## config.mk

```make
export PLATFORM = sky130hd
export DESIGN_NAME = sdram_refresh
export DESIGN_NICKNAME = d
export VERILOG_FILES = /design/src/hw/sdram_pkg.sv /design/src/hw/sdram_refresh.sv
export SDC_FILE = /design/constraint.sdc
export NUM_CORES = 1
export LEC_CHECK = 0
export ABC_AREA = 1
export BUFFER_PORTS_ARGS = -buffer_cell sky130_fd_sc_hd__buf_4
export CORE_AREA = 2 2 39 41
export DETAILED_ROUTE_END_ITERATION = 12
export DIE_AREA = 0 0 41 43
export HOLD_SLACK_MARGIN = 0.1
export PLACE_DENSITY = 0.35
export SYNTH_ARGS = -nofsm -noshare
export SYNTH_HDL_FRONTEND = slang
export SYNTH_SLANG_ARGS = --single-unit
```

## constraint.sdc

```tcl
create_clock -name clock -period 1.96 [get_ports clock]
set_input_delay 0.196 -clock clock [delete_from_list [all_inputs] [get_ports clock]]
set_output_delay 0.196 -clock clock [all_outputs]
set_load 0.02 [all_outputs]
```

## src/hw/sdram_pkg.sv

```systemverilog
/*
 * SDRAM device description for a x16 SDR part with 4 banks, 8192 rows and
 * 1024 columns: command encodings, timing counts at 20 MHz, field types
 */
package sdram_pkg;

    typedef logic [12:0] dram_addr_t;   // Multiplexed row / column address bus
    typedef logic [1:0]  dram_bank_t;
    typedef logic [9:0]  dram_col_t;
    typedef logic [15:0] dram_data_t;   // DQ word

    // Command word is {cs_n, ras_n, cas_n, we_n}
    typedef enum logic [3:0] {
        CMD_LOAD_MODE = 4'b0000,
        CMD_REFRESH   = 4'b0001,
        CMD_PRECHARGE = 4'b0010,
        CMD_ACTIVE    = 4'b0011,
        CMD_WRITE     = 4'b0100,
        CMD_READ      = 4'b0101,
        CMD_NOP       = 4'b0111
    } dram_cmd_t;

    localparam int INIT_WAIT_CYCLES = 2000;   // 100 us power-up wait
    localparam int T_RP             = 2;      // Precharge to next command
    localparam int T_RC             = 7;      // Refresh recovery, also ACTIVE to ACTIVE
    localparam int T_RCD            = 2;      // ACTIVE to READ / WRITE
    localparam int T_WR             = 2;      // Write recovery before auto-precharge
    localparam int CAS_LATENCY      = 2;
    localparam int REFRESH_INTERVAL = 156;    // 64 ms / 8192 rows
    localparam int A10_PRECHARGE    = 10;     // Auto-precharge / precharge-all bit

    // Burst length 1, sequential, CAS 2, standard op, single-location write
    localparam dram_addr_t MODE_REG = 13'b000_1_00_010_0_000;

    // Counter widths derived from the timing above
    localparam int INIT_COUNT_W    = $clog2(INIT_WAIT_CYCLES + 1);
    localparam int RC_COUNT_W      = $clog2(T_RC + 2);
    localparam int STEP_W          = $clog2(T_RCD + T_WR + CAS_LATENCY + T_RP + 1);
    localparam int REFRESH_COUNT_W = $clog2(2 * REFRESH_INTERVAL);

endpackage

```

## src/hw/sdram_refresh.sv

```systemverilog
/*
 * One auto-refresh cycle: REFRESH on entry, T_RC of recovery, then done
 */
`timescale 1ns/1ns

module sdram_refresh (
    input  logic                  clock,
    input  logic                  reset,
    input  logic                  enable,
    output logic                  done,
    output sdram_pkg::dram_cmd_t  cmd
);
    import sdram_pkg::*;

    logic [RC_COUNT_W-1:0] count;   // Cycles since the REFRESH command

    always_ff @(posedge clock or posedge reset) begin
        if (reset)
            count <= '0;
        else if (!enable)
            count <= '0;             // Rearm for the next interval
        else
            count <= count + 1'b1;
    end

    assign cmd  = (enable && count == '0) ? CMD_REFRESH : CMD_NOP;
    assign done = enable && count == RC_COUNT_W'(T_RC);

endmodule

```

# --- Word-level counts from Yosys, hierarchy flattened ---
# Cells that the tools add are included.
totals:
  register_bits: 4
  inputBits: 3
  output_inout_bits: 5
classes:
  addsub: 1
  eq_ne: 1
  mux: 2
  reduce_logical: 3
ops:
  columns: ["operator", "count"]
  rows:
  - ["$add 4x1->4 const B", 1]
  - ["$eq 4x3->1 const B", 1]
  - ["$logic_not 4->1", 1]
  - ["$mux 4", 1]
  - ["$mux 3", 1]
  - ["$logic_and 1x1->1", 2]

# --- Longest topological paths before layout ---
depth:
  word_depth: 3
  depth_mapped: 4

# --- Least setup slack after synthesis ---
# No wires, ideal clock.
synth_timing:
  path_kind: "register to output"
  startpoint: "register count[0]"
  endpoint: "output cmd[2]"
  arrival_time_ns: 1.021
  path_slack_ns: 0.743
  path_stages_with_launch: 5
  n_path_buf: 1
  path_cell_list: "dfrtp_1 -> inv_1 -> ha_1 -> nand3_1 -> buf_4"
synth_between:
  elab_chain_cells: 3
synth_lines:
  columns: ["element", "line_no", "rtl"]
  rows:
  - ["from (decl)", "sdram_refresh.sv:15", "logic [RC_COUNT_W-1:0] count;"]
  - ["from (signal assigned)", "sdram_refresh.sv:23", "count <= count + 1'b1;"]
  - ["$logic_not 4->1", "sdram_refresh.sv:26", "assign cmd = (enable && count == '0) ? CMD_REFRESH : CMD_NOP;"]
  - ["$logic_and 1x1->1", "sdram_refresh.sv:26", null]
  - ["$mux 3", "sdram_refresh.sv:26", null]
  - ["to (decl)", "sdram_refresh.sv:11", "output sdram_pkg::dram_cmd_t cmd"]
# Every way passes these cells.

# --- Final worst setup path ---
layout_timing:
  startpoint: "register count[0]"
  endpoint: "output done"
layout_between:
  elab_chain_cells: 2
layout_lines:
  columns: ["element", "line_no", "rtl"]
  rows:
  - ["$eq 4x3->1", "sdram_refresh.sv:27", "assign done = enable && count == RC_COUNT_W'(T_RC);"]
  - ["$logic_and 1x1->1", "sdram_refresh.sv:27", null]
  - ["to (decl)", "sdram_refresh.sv:10", "output logic done,"]
# Every way passes these cells.

==> results.md <==
- Distinct cells, synth: 11
- RSZ-0062 raised after global routing: no
- Leak: 0.168 nW
- Gr ovfl total: 0
- Outcome: complete, no violations
- Drt pass-1 iters: 1
- Hpwl dp: 305 um
- Fmax: 750 MHz
- Ratio of final minimum period to clock period: 68.0%
- PwrDens: 738 nW/um2
- HP Class: in -> reg
- Post-layout util: 22.1%
- Max reg flops: 4
- Nets: 43
- Final WL: 350 um
- Initial Util: 17.2%
- CTS Root Cell: clkbuf_4
- Reg-to-Reg Start: count[0]$_DFF_PP0_
- Die area: 1760 um2
- Drt via density: 3.40
- CP Capture Type: output port
- Setup WS pre-CTS: 0.862 ns
- Crit-path max cell delay: 0.40 ns
- Clk_lat worst skew: 0.23 ns
- Die Span X: 41 um
- Startpoint class of the critical path: flip-flop
- Vias in the first global route: 166
- DRC violations left: 0
- #FFs+latches synth: 4
- Max-slew violation count: 0
- ANT cells: 0
- CTS tree: done
- Fin crit period: 1.33 ns
- Sink Count: 4
- Combinational power share: 15.5%
- Final setup fails: 0
- Clock transition at path regs: 0.03 ns
- H-tree depth: 1
- Non-Filler Instances: 52
- Netlist Area Pre-Place: 238 um2
- Clock power frac: 43.1%
- Layout cells sized above 1: 25.0%
- First-pass GRT wire length: 655 um
- Most frequent cells in the layout: inv_1 (6), nor2_1 (5), buf_4 (5)
- Inserted Clock Buffers: 3
- Gr usage total: 5.85%
- Core Rows: 14
- Arrival time at the worst endpoint: 1.14 ns
- Internal power: 171 uW
- Worst path slowest cell: dfrtp_1
- DRT iter0 DRCs: 0
- Largest net degree at the start of global routing: 6
- Switching Fraction: 24.2%
- Sequential Power Share: 41.4%
- Commonest non-fill, non-tap cell in the layout: inv_1
- DR vias: 177
- Buffers on Ports: 5
- Initial antenna violation count: 0
- Largest reg by FF count: count
- Gate Count Post-Synth: 30
- HP Start: enable
- Yosys top cell area share: 42.1%
- I/O pin cnt: 8
- Syn_area_per_cell: 7.92 um2
- Leading area contributor after synthesis: dfrtp_1
- Critical path origin: count[0]$_DFF_PP0_
- Crit path max fanout: 4
- WL per Instance: 6.73 um
- Final GP Congestion: 0.690
- Final hold violation count: 0
- Clk buf depth: 2
- Yosys warnings: 0
- Fill count: 154
- Worst Path Required: 1.76 ns
- Worst R2R Setup Slack: 0.98 ns
- Post-Syn Nets: 35
- Synth-to-Final Area Change: 28.4%
- Crit-path cells: ha_1, nand3_1, nor2_1, buf_4
- Die Height: 43 um
- Final Skew: 0.00446 ns
- Synth top area cells: dfrtp_1 (42%), ha_1 (11%), buf_4 (9.5%)
- Max Cap Viol: 0
- Peak supply drop: 311 uV
- Placed Cells: 48
- Largest regs: count: 4 flops
- Core ar.: 1380 um2
- Seq/Total Area, Yosys: 42.1%
- Routed Antenna Nets: 0
- Setup TNS: 0 ns
- Final setup margin: 0.627 ns
- Kind of critical path: reg -> out
- Hold Slack: 0.202 ns
- P_sw: 54.6 uW
[power by group through the flow]
stage	clock network [mW]	logic, mW	registers, mW
after floorplan	0	0.0272	0.0934
after global placement	0	0.0343	0.0943
after detailed placement	0	0.0343	0.0942
after CTS	0.103	0.0358	0.0932
after global routing	0.115	0.0401	0.0938
final	0.0971	0.0350	0.0932
[area by class of cell]
cell class                 count  area [um2]  area share, %
tap                           16        20.0           6.56
clock buffer                   3        22.5           7.38
multi-input combinational     17        92.6           30.3
inverter                       6        22.5           7.38
sequential                     4         100           32.8
timing repair buffer           6        47.5           15.6
[what timing repair did]
item / in CTS / in global routing
setup endpoints to repair: 0 / 0
setup buffers: 0 / 0
gates resized for setup: 0 / 0
hold endpoints to repair: 4 / 0
hold buffers: 1 / 0
[cell usage after synthesis (all sizes together)]
| cell | count |
|---|---|
| ha | 2 |
| nor2 | 5 |
| nand2 | 3 |
| conb | 2 |
| o21ai | 1 |
| inv | 6 |
| a21oi | 1 |
| nand3 | 3 |
| buf | 3 |
| dfrtp | 4 |
[worst max-delay path: cells and delay by family, from the launching register on]
family                     cells  cell delay [ns]
and+or+nand+nor                2             0.12
DFF                            1             0.40
adders and majority gates      1             0.24
buffers and inverters          1             0.15
[stage by stage]
| step | instance area (um2) | total power, mW |
|---|---|---|
| 6_report | 305 | 0.225 |
| 3_5_place_dp | 273 | 0.129 |
| 4_1_cts | 305 | 0.232 |
| 3_3_place_gp | 273 | 0.129 |
| 5_1_grt | 305 | 0.249 |
| 2_1_floorplan | 238 | 0.121 |
[path summary, 6_finish.rpt]
kind	endpoint	cells after the start
setup / recovery	done	4
hold / removal	count[1]$_DFF_PP0_	3
setup reg to reg	count[2]$_DFF_PP0_	3
hold reg to reg	count[0]$_DFF_PP0_	1
max in group asynchronous	count[0]$_DFF_PP0_	3
min in group asynchronous	count[3]$_DFF_PP0_	3
[cell families after synthesis]
group           Yosys count  share of synthesized area, %
compound gates            2                          4.21
flops                     4                          42.1
simple gates             11                          21.1
other cells               2                          3.16
fa+ha+maj                 2                          10.5
buf+inv                   9                          18.9
[routing by layer]
metal  track usage [%]  share of wire (%)  wire, um  vias up
li1                  -                  -         -       96
met1              7.19                 45       157       75
met2              6.56                 47       164        6
met3              6.28                7.7        27        0
met4              2.00                  0         0        0
met5                 0                  0         0        -
No activity file was read; power rests on OpenSTA's default activity.
