`src/hw/sdram_pkg.sv`:
```
/*
 * SDRAM device description for a x16 SDR part with 4 banks, 8192 rows and
 * 1024 columns: command encodings, timing counts at 20 MHz, field types
 */
package sdram_pkg;

    typedef logic [12:0] dram_addr_t;   // Multiplexed row / column address bus
    typedef logic [1:0]  dram_bank_t;
    typedef logic [9:0]  dram_col_t;
    typedef logic [15:0] dram_data_t;   // DQ word

    // Command word is {cs_n, ras_n, cas_n, we_n}
    typedef enum logic [3:0] {
        CMD_LOAD_MODE = 4'b0000,
        CMD_REFRESH   = 4'b0001,
        CMD_PRECHARGE = 4'b0010,
        CMD_ACTIVE    = 4'b0011,
        CMD_WRITE     = 4'b0100,
        CMD_READ      = 4'b0101,
        CMD_NOP       = 4'b0111
    } dram_cmd_t;

    localparam int INIT_WAIT_CYCLES = 2000;   // 100 us power-up wait
    localparam int T_RP             = 2;      // Precharge to next command
    localparam int T_RC             = 7;      // Refresh recovery, also ACTIVE to ACTIVE
    localparam int T_RCD            = 2;      // ACTIVE to READ / WRITE
    localparam int T_WR             = 2;      // Write recovery before auto-precharge
    localparam int CAS_LATENCY      = 2;
    localparam int REFRESH_INTERVAL = 156;    // 64 ms / 8192 rows
    localparam int A10_PRECHARGE    = 10;     // Auto-precharge / precharge-all bit

    // Burst length 1, sequential, CAS 2, standard op, single-location write
    localparam dram_addr_t MODE_REG = 13'b000_1_00_010_0_000;

    // Counter widths derived from the timing above
    localparam int INIT_COUNT_W    = $clog2(INIT_WAIT_CYCLES + 1);
    localparam int RC_COUNT_W      = $clog2(T_RC + 2);
    localparam int STEP_W          = $clog2(T_RCD + T_WR + CAS_LATENCY + T_RP + 1);
    localparam int REFRESH_COUNT_W = $clog2(2 * REFRESH_INTERVAL);

endpackage

```
`src/hw/sdram_init.sv`:
```
/*
 * Power-up sequencer: start-up wait, precharge-all, two auto-refreshes and a
 * mode register load, then a single done pulse
 */
`timescale 1ns/1ns

module sdram_init (
    input  logic                   clock,
    input  logic                   reset,
    input  logic                   enable,
    output logic                   done,
    output sdram_pkg::dram_cmd_t   cmd,
    output sdram_pkg::dram_addr_t  dram_addr,
    output sdram_pkg::dram_bank_t  dram_ba
);
    import sdram_pkg::*;

    typedef enum logic [2:0] {
        S_WAIT, S_PRECHARGE, S_REFRESH1, S_REFRESH2, S_LOAD_MODE, S_DONE, S_FINISHED
    } init_state_t;

    init_state_t             state;
    logic [INIT_COUNT_W-1:0] count;       // Cycles spent in the current step
    logic [INIT_COUNT_W-1:0] dwell;       // Length of the current step
    logic                    done_seen;   // Sticky, set by the first done

    // Each step issues its command in its first cycle, then pads with NOP
    always_comb begin
        case (state)
            S_WAIT:                 dwell = INIT_COUNT_W'(INIT_WAIT_CYCLES);
            S_PRECHARGE:            dwell = INIT_COUNT_W'(T_RP + 1);
            S_REFRESH1, S_REFRESH2: dwell = INIT_COUNT_W'(T_RC);
            S_LOAD_MODE:            dwell = INIT_COUNT_W'(2);   // Mode register set time
            default:                dwell = INIT_COUNT_W'(1);
        endcase
    end

    always_ff @(posedge clock or posedge reset) begin
        if (reset) begin
            state <= S_WAIT;
            count <= '0;
        end else if (enable && state != S_FINISHED) begin
            if (count == dwell - 1'b1) begin
                count <= '0;
                state <= init_state_t'(state + 1'b1);   // Steps run in enum order
            end else begin
                count <= count + 1'b1;
            end
        end
    end

    always_comb begin
        cmd       = CMD_NOP;
        dram_addr = '0;
        dram_ba   = '0;   // Mode register lives behind bank 0
        if (enable && count == '0) begin
            case (state)
                S_PRECHARGE: begin
                    cmd                      = CMD_PRECHARGE;
                    dram_addr[A10_PRECHARGE] = 1'b1;   // All banks
                end
                S_REFRESH1, S_REFRESH2: cmd = CMD_REFRESH;
                S_LOAD_MODE: begin
                    cmd       = CMD_LOAD_MODE;
                    dram_addr = MODE_REG;
                end
                default: cmd = CMD_NOP;
            endcase
        end
    end

    assign done = enable && state == S_DONE;

    always_ff @(posedge clock or posedge reset) begin
        if (reset)
            done_seen <= 1'b0;
        else if (done)
            done_seen <= 1'b1;
    end

    // Initialization runs exactly once per reset
    a_single_done: assert property (@(posedge clock) disable iff (reset)
        done |-> !done_seen);

endmodule

```
`config.mk`:
```
export PLATFORM = sky130hd
export DESIGN_NAME = sdram_init
export DESIGN_NICKNAME = d
export VERILOG_FILES = /design/src/hw/sdram_pkg.sv /design/src/hw/sdram_init.sv
export SDC_FILE = /design/constraint.sdc
export NUM_CORES = 1
export LEC_CHECK = 0
export BUFFER_PORTS_ARGS = -buffer_cell sky130_fd_sc_hd__buf_4
export CAP_MARGIN = 5
export CORE_UTILIZATION = 42
export DETAILED_ROUTE_END_ITERATION = 12
export PLACE_DENSITY = 0.66
export SLEW_MARGIN = 20
export SYNTH_ARGS = -nofsm -noshare
export SYNTH_HDL_FRONTEND = slang
export SYNTH_SLANG_ARGS = --single-unit
```
`constraint.sdc`:
```
create_clock -name clock -period 3.12 [get_ports clock]
set_input_delay 0.312 -clock clock [delete_from_list [all_inputs] [get_ports clock]]
set_output_delay 0.312 -clock clock [all_outputs]
set_load 0.005 [all_outputs]
```
Yosys cells after proc, flatten, opt, wreduce, memory -nomap -nowiden

Cells that the tools add are included.

Memories kept: 0
Latch bits: 0
Output and inout port bits: 20
ROM bits: 0
Register bits after elaboration: 14
Bits in writable memories: 0

Shifts and indexed selects: 0
Bitwise operators: 0
Mux-type cells: 7
Equality and inequality tests: 7
$lt $le $gt $ge: 0
Multipliers: 0
Add/subtract/negate cells: 3
Reduce and logical (&&, ||, !) cells: 7
Div/mod/pow operators: 0

Operator list:

| cell                                                | count |
|---|---|
| one-hot mux 11 bit (4 select lines)                 | 1 |
| two-way mux 11 bit                                  | 2 |
| adder 11 x 1 -> 11 bit, second input constant       | 1 |
| equality test 11 bit                                | 1 |
| logical NOT 11 bit                                  | 1 |
| subtractor 11 x 1 -> 11 bit, second input constant  | 1 |
| two-way mux 10 bit                                  | 1 |
| one-hot mux 3 bit (3 select lines)                  | 1 |
| equality test 3 x 2 -> 1 bit, second input constant | 2 |
| equality test 3 bit, second input constant          | 2 |
| adder 3 x 1 -> 3 bit, second input constant         | 1 |
| equality test 3 x 1 -> 1 bit, second input constant | 1 |
| logical AND 1 bit                                   | 3 |
| logical NOT 3 bit                                   | 1 |
| two-way mux 3 bit                                   | 1 |
| != test 3 bit, second input constant                | 1 |
| AND reduction 2 bit                                 | 1 |
| OR reduction 2 bit                                  | 1 |
| two-way mux 1 bit                                   | 1 |

Longest topological paths before layout

Gate-level depths: netlist of run 1.

Depth after elaboration: 6
Mapped depth: 15

Worst setup path after synthesis of run 1

No wires, ideal clock.

Path kind: reg2reg
Start: register state[0]
End: register state[1]
Cell stages (with the launch flop): 15
Slack: 165 ps
Arrival: 2828 ps
Path buffers: 0
Period minus slack after synthesis: 2955 ps
Setup time: 127 ps
Data required time: 2993 ps
Cell sequence: dfrtp_1 inv_1 ha_1 inv_1 a21oi_1 nor2_1 ha_1 ha_1 inv_1 ha_1 xor2_1 nor4_2 nand4_1 nor4_4 mux2_1

Cells in the longest elaborated chain, start to end: 6

Ends and longest elaborated chain:

| element                              | RTL line         | source |
|---|---|---|
| from (decl)                          | sdram_init.sv:22 | `init_state_t state;` |
| from (signal assigned)               | sdram_init.sv:45 | `state <= init_state_t'(state + 1'b1);` |
| equality test 3 x 2 -> 1 bit         | sdram_init.sv:29 | `case (state)` |
| OR reduction 2 bit                   | sdram_init.sv:29 |  |
| one-hot mux 11 bit (4 select lines)  | sdram_init.sv:29 |  |
| subtractor 11 x 1 -> 11 bit          | sdram_init.sv:43 | `if (count == dwell - 1'b1) begin` |
| equality test 11 bit                 | sdram_init.sv:43 |  |
| AND reduction 2 bit (no source line) | -                |  |

Several ways; a longest one is shown, not always the timed one.
A chain may end at the register's enable or synchronous reset.

Final worst setup path of run 1

Start: register state[1]
End: register state[2]

Same word-level chain as after synthesis.

==> results of run 1 <==
==> how the worst min path moves through the flow <==
stage / startpoint / end / slack, ns / cells after the start
global placement: reset / count[5] / 0.39 / 2
CTS: reset / count[5] / 0.09 / 2
global route: reset / count[5] / 0.11 / 2
detailed placement: reset / count[7] / 0.40 / 2
floorplan: reset / count[0] / 0.20 / 1
finish: reset / count[7] / 0.07 / 2
==> worst reg2reg max path: stages (launching register included) <==
cell,delay (ns)
dfrtp_2,0.45
inv_2,0.09
ha_1,0.18
inv_1,0.07
a21oi_2,0.17
nor2_2,0.05
ha_2,0.17
ha_1,0.17
inv_1,0.06
ha_1,0.22
xor2_1,0.15
nor4_2,0.21
nand4_1,0.19
nor4_4,0.29
buf_6,0.19
mux2i_1,0.18
==> report_power, final <==
part / switching, uW / total (uW) / internal, uW
Sequential: 91.9 / 329 / 237
Clock: 61.4 / 132 / 70.9
Combinational: 314 / 625 / 310
==> cell type report <==
class / instances / share of cell area (%)
clock buffer: 4 / 2.76
tap: 30 / 2.86
multi-input combinational: 100 / 56.2
timing repair buffer: 15 / 8.67
sequential: 14 / 27.0
inverter: 9 / 2.57
==> cells by family (layout without fill, tap and decap cells) <==
logic type / count (synthesis) / after routing / synth area share, %
simple gates: 50 / 50 / 24.8
buf+inv: 26 / 28 / 14.3
xor+xnor: 17 / 17 / 12.9
flops: 14 / 14 / 30.3
fa+ha+maj: 10 / 10 / 10.8
compound gates: 6 / 6 / 3.13
mux: 4 / 4 / 3.57
other cells: 1 / 13 / 0.324
==> stage by stage <==
stage          cells  hold WS, ns
6_report         172       0.0703
5_1_grt          172        0.110
4_1_cts          170       0.0882
3_5_place_dp     164        0.400
3_3_place_gp     164        0.390
2_1_floorplan    140        0.201
==> per-layer routing <==
| layer | global-route usage (%) | vias up | wire length, um |
|---|---|---|---|
| met4 | 5.13 | 0 | 0 |
| met1 | 21.7 | 425 | 990 |
| li1 | - | 421 | - |
| met5 | 0 | - | 0 |
| met2 | 30.3 | 20 | 1120 |
| met3 | 3.33 | 0 | 70 |
==> cells in the final DEF, fill, tap and decap left out, types with 2 or more instances in the layout <==
| master | synthesis | layout |
|---|---|---|
| conb_1 | 1 | 13 |
| xor2_1 | 9 | 9 |
| nor2_1 | 18 | 17 |
| ha_2 | 0 | 2 |
| ha_4 | 0 | 2 |
| nand2_1 | 4 | 4 |
| mux2i_1 | 3 | 3 |
| dfrtp_1 | 14 | 11 |
| clkbuf_4 | 0 | 3 |
| nor3_1 | 4 | 3 |
| dfrtp_2 | 0 | 3 |
| xnor2_1 | 8 | 8 |
| inv_1 | 9 | 7 |
| nand2b_1 | 2 | 2 |
| buf_4 | 16 | 13 |
| or2_1 | 2 | 2 |
| ha_1 | 10 | 6 |
| nand3_1 | 4 | 4 |
| inv_2 | 0 | 2 |
| nand4_1 | 3 | 3 |
| o21ai_0 | 2 | 2 |
| and4_1 | 2 | 2 |
| and2_1 | 2 | 2 |
==> state kept, by name, summed over array words and instances, names as in the netlist <==
name   cells
state      3
count     11
==> timing repair <==
action                                  CTS  global route
pin swaps                                 5             7
setup buffers                             1             2
gates cloned                              1             0
resized for setup                         6            11
endpoints found under the setup margin    1            14
==> flow_summary.ini, run 1 <==
[clock_network]
cts_hold_buf = 0
clock_tree.buffer_depth = 2
cts.clk_slew.worst_paths_ns = 0.09
numCtsBuffers = 3
numClockSinks = 14
cts-root-buf = clkbuf_4
cts_tree = built
worst_skew_pair.late_latency_ns = 0.28
htreeDepth = 1

[worst_setup_path]
cpPeakStageDelay_ns = 0.45
path_cells = inv_2 > ha_1 > inv_1 > a21oi_2 > nor2_2 > ha_2 > ha_1 > inv_1 > ha_1 > xor2_1 > nor4_2 > nand4_1 > nor4_4 > buf_6 > mux2i_1
timing.rr.start = state[1]
timing.rr.end = state[2]
cp_data_required_time_ns = 3.32
reg2regPathDepth = 15
worstPathMaxFanout = 7
path_delay_family = adder cells
worst-r2r-setup-slack_ns = 0.17
crit_buf_inv = 4
end_kind = flop
startpoint_type = flop
crit_start = state[1]
worst_ep_arrival_time_ns = 3.15
worstSetupEndpoint = state[2]
cp.depth = 15
critPathKind = reg2reg
crit_top_cell = ha_1
cp_slowest_cell = dfrtp_2

[layout]
n_antenna_cell = 0
area_delta_synth_final_pct = 13.5
seq_area_um2 = 354
drive_gt1_share_pct = 25.4
utilization_pct = 51.6
layout.nets = 156
fin_area_um2 = 1310
fillers = 256
multi_input_area_um2 = 738

[placement]
gp_congestion = 0.816
post-place-ws_ns = -0.0118
place_area_um2 = 1190
port_buffers = 9
hpwl_um = 1580

[sta]
worst_slack_ns = 0.171
finalCritPeriodShare_pct = 94.5
timing.slew.headroom_pct = 63.8
fin_worst_skew_ns = 0.000629
tns_ns = 0
worst_slew_pin_slew_ns = 0.543
finalHoldViolCount = 0
final-max-slew-violation-count = 0
fmax_mhz = 339
fin_crit_ns = 2.95
setup_viol = 0

[flow_run]
drv_cap = 0

[synthesis]
yosys_register_bits = 14
synthArstFlopShare_pct = 100
syn_inst = 128
synth_top_area_share_pct = 30.3
synth-edff-count = 0
synth_warnings = 0
synth.largest_area_cell = dfrtp_1
synth_area_leaders = dfrtp_1 (30%), ha_1 (11%), buf_4 (10%), xor2_1 (6.8%), xnor2_1 (6.1%)
synthDistinctLibCells = 32
syn_area_um2 = 1160
synth_flop_cell = dfrtp_1
yosysSeqAreaShare_pct = 30.3
avgSynthCellArea_um2 = 9.04
yosysMostFrequentCell = nor2_1
synthTopCellsByCount = nor2_1 (18), buf_4 (16), dfrtp_1 (14), ha_1 (10)

[grt]
grt-ovfl-total = 0
grt_pass1_vias = 802
grtUsageTotal_pct = 17.5
grt_antenna_before_repair = 0
grt_max_degree = 15
grt_first_pass_wirelength_um = 3580

[power]
peakVddDrop_v = 0.000454
power_uw = 1090
leakage_uw = 0.000612
power.density_nw_per_um2 = 827

[floorplanning]
start_util_pct = 45.5
pin_count = 23
fp.coreArea_um2 = 2540
dieArea_um2 = 2970
rows = 18
die_h_um = 54.5
die_w_um = 54.5

[detailed_routing]
postRouteAntennaNets = 0
wire_per_inst_um = 12.7
routed_via_density = 5.03
drc = 0
first_pass_iters = 4
drt-total-wl_um = 2180
vias = 866
drt_iter0_markers = 19

[min_path]
worstHoldPathType = in2async

[outcome]
status = completed
(Power assumes the default switching activity.)
==> run 2, diff against run 1 <==
REMOVE_ABC_BUFFERS = 1   (was default)
==> flow_summary.ini, run 2 (synthesized netlist as in run 1, its figures left out) <==
[outcome]
status = completed

[min_path]
worstHoldPathType = in2async

[worst_setup_path]
critPathKind = reg2reg
reg2regPathDepth = 15
worstPathMaxFanout = 8
timing.rr.start = state[1]
worst-r2r-setup-slack_ns = 0.15
end_kind = flop
worst_ep_arrival_time_ns = 3.14
crit_start = state[1]
startpoint_type = flop
cp_data_required_time_ns = 3.29

[floorplanning]
start_util_pct = 45.5
rows = 18
die_w_um = 54.5
dieArea_um2 = 2970
pin_count = 23
fp.coreArea_um2 = 2540
die_h_um = 54.5

[layout]
reg.largest.list = count x11, state x3
layout.nets = 154
layout_common_cells = nor2_1 (17), dfrtp_1 (14), conb_1 (13)
utilization_pct = 51.1
final_common_cell = nor2_1
top_register = count
fillers = 245
area_delta_synth_final_pct = 12.3
drive_gt1_share_pct = 20.7
n_antenna_cell = 0
largest_reg_flops = 11

[detailed_routing]
vias = 825
first_pass_iters = 4
routed_via_density = 4.85
drt-total-wl_um = 2020
drc = 0
wire_per_inst_um = 11.9
drt_iter0_markers = 11
postRouteAntennaNets = 0

[sta]
fin_worst_skew_ns = 0.00622
timing.slew.headroom_pct = 66.0
fmax_mhz = 337
final-max-slew-violation-count = 0
worst_slew_pin_slew_ns = 0.509
setup_viol = 0
finalHoldViolCount = 0
hold_slack_ns = 0.0584
fin_crit_ns = 2.97
tns_ns = 0
finalCritPeriodShare_pct = 95.1

[grt]
grt_first_pass_wirelength_um = 3180
grt_antenna_before_repair = 0
grtUsageTotal_pct = 15.2
grt-ovfl-total = 0
grt_max_degree = 15
grt_pass1_vias = 764

[clock_network]
worst_skew_pair.late_latency_ns = 0.28
cts_tree = built
cts-root-buf = clkbuf_4
numCtsBuffers = 3
clock_tree.buffer_depth = 2
htreeDepth = 1
numClockSinks = 14
cts.clk_slew.worst_paths_ns = 0.09
cts_hold_buf = 0

[placement]
hpwl_um = 1550
gp_congestion = 0.798
port_buffers = 9

[power]
power.density_nw_per_um2 = 805
peakVddDrop_v = 0.000511
leakage_uw = 0.000605

[flow_run]
drv_cap = 0
==> run 2: cell count changes in the layout (fill, tap and decap cells not counted), sizes merged <==
cell | previous run | this run
buf | 15 | 13
==> run 2: layout make-up <==
cell class,count,area (um^2),share of cell area [%]
sequential,14,350,26.9
timing repair buffer,13,114,8.76
tap,30,37.5,2.89
multi-input combinational,100,728,56.0
inverter,9,33.8,2.60
clock buffer,4,36.3,2.79
==> run 2: worst paths after layout <==
check	to
max	count[4]
min	count[7]
max reg2reg	count[4]
min reg2reg	count[7]
max in group asynchronous	state[2]
min in group clock	count[0]
==> run 2: critical path, cell delays in order, from the launching register on <==
cell and delay [ns]:
dfrtp_1 0.43, buf_4 0.16, ha_1 0.17, ha_2 0.21, nor2_2 0.12, ha_2 0.19, ha_1 0.14, inv_1 0.04
ha_1 0.28, xor2_1 0.15, nor4_2 0.14, nand4_1 0.18, nor4_4 0.32, buf_6 0.18, buf_12 0.12, nor2_1 0.05
==> run 2: per-layer routing <==
metal  routed length [um]  part of all wire [%]  GRT usage, %  up-vias
met3                   50                   2.5          1.67        0
met4                    0                     0          5.13        0
met5                    0                     0             0        -
met1                  977                    48          19.4      389
li1                     -                     -             -      417
met2                  994                    49          26.2       19
==> run 2: what timing repair did <==
item	CTS	global route
endpoints found under the setup margin	1	14
setup buffers	0	2
hold endpoints to repair	0	0
resized for setup	1	10
pin swaps	0	4
==> run 2: power by group <==
part / switching [uW] / internal (uW)
combinational: 298 / 301
clock: 57.1 / 70.9
sequential: 87.4 / 233
==> run 2: stage by stage <==
stage	setup WS, ns	power, uW	cells	instance area (um^2)
floorplan	-0.0593	706	123	1070
global placement	0.162	821	164	1190
detailed placement	0.0172	842	164	1190
CTS	0.0298	978	168	1230
global route	-0.0161	1140	170	1300
finish	0.152	1050	170	1300
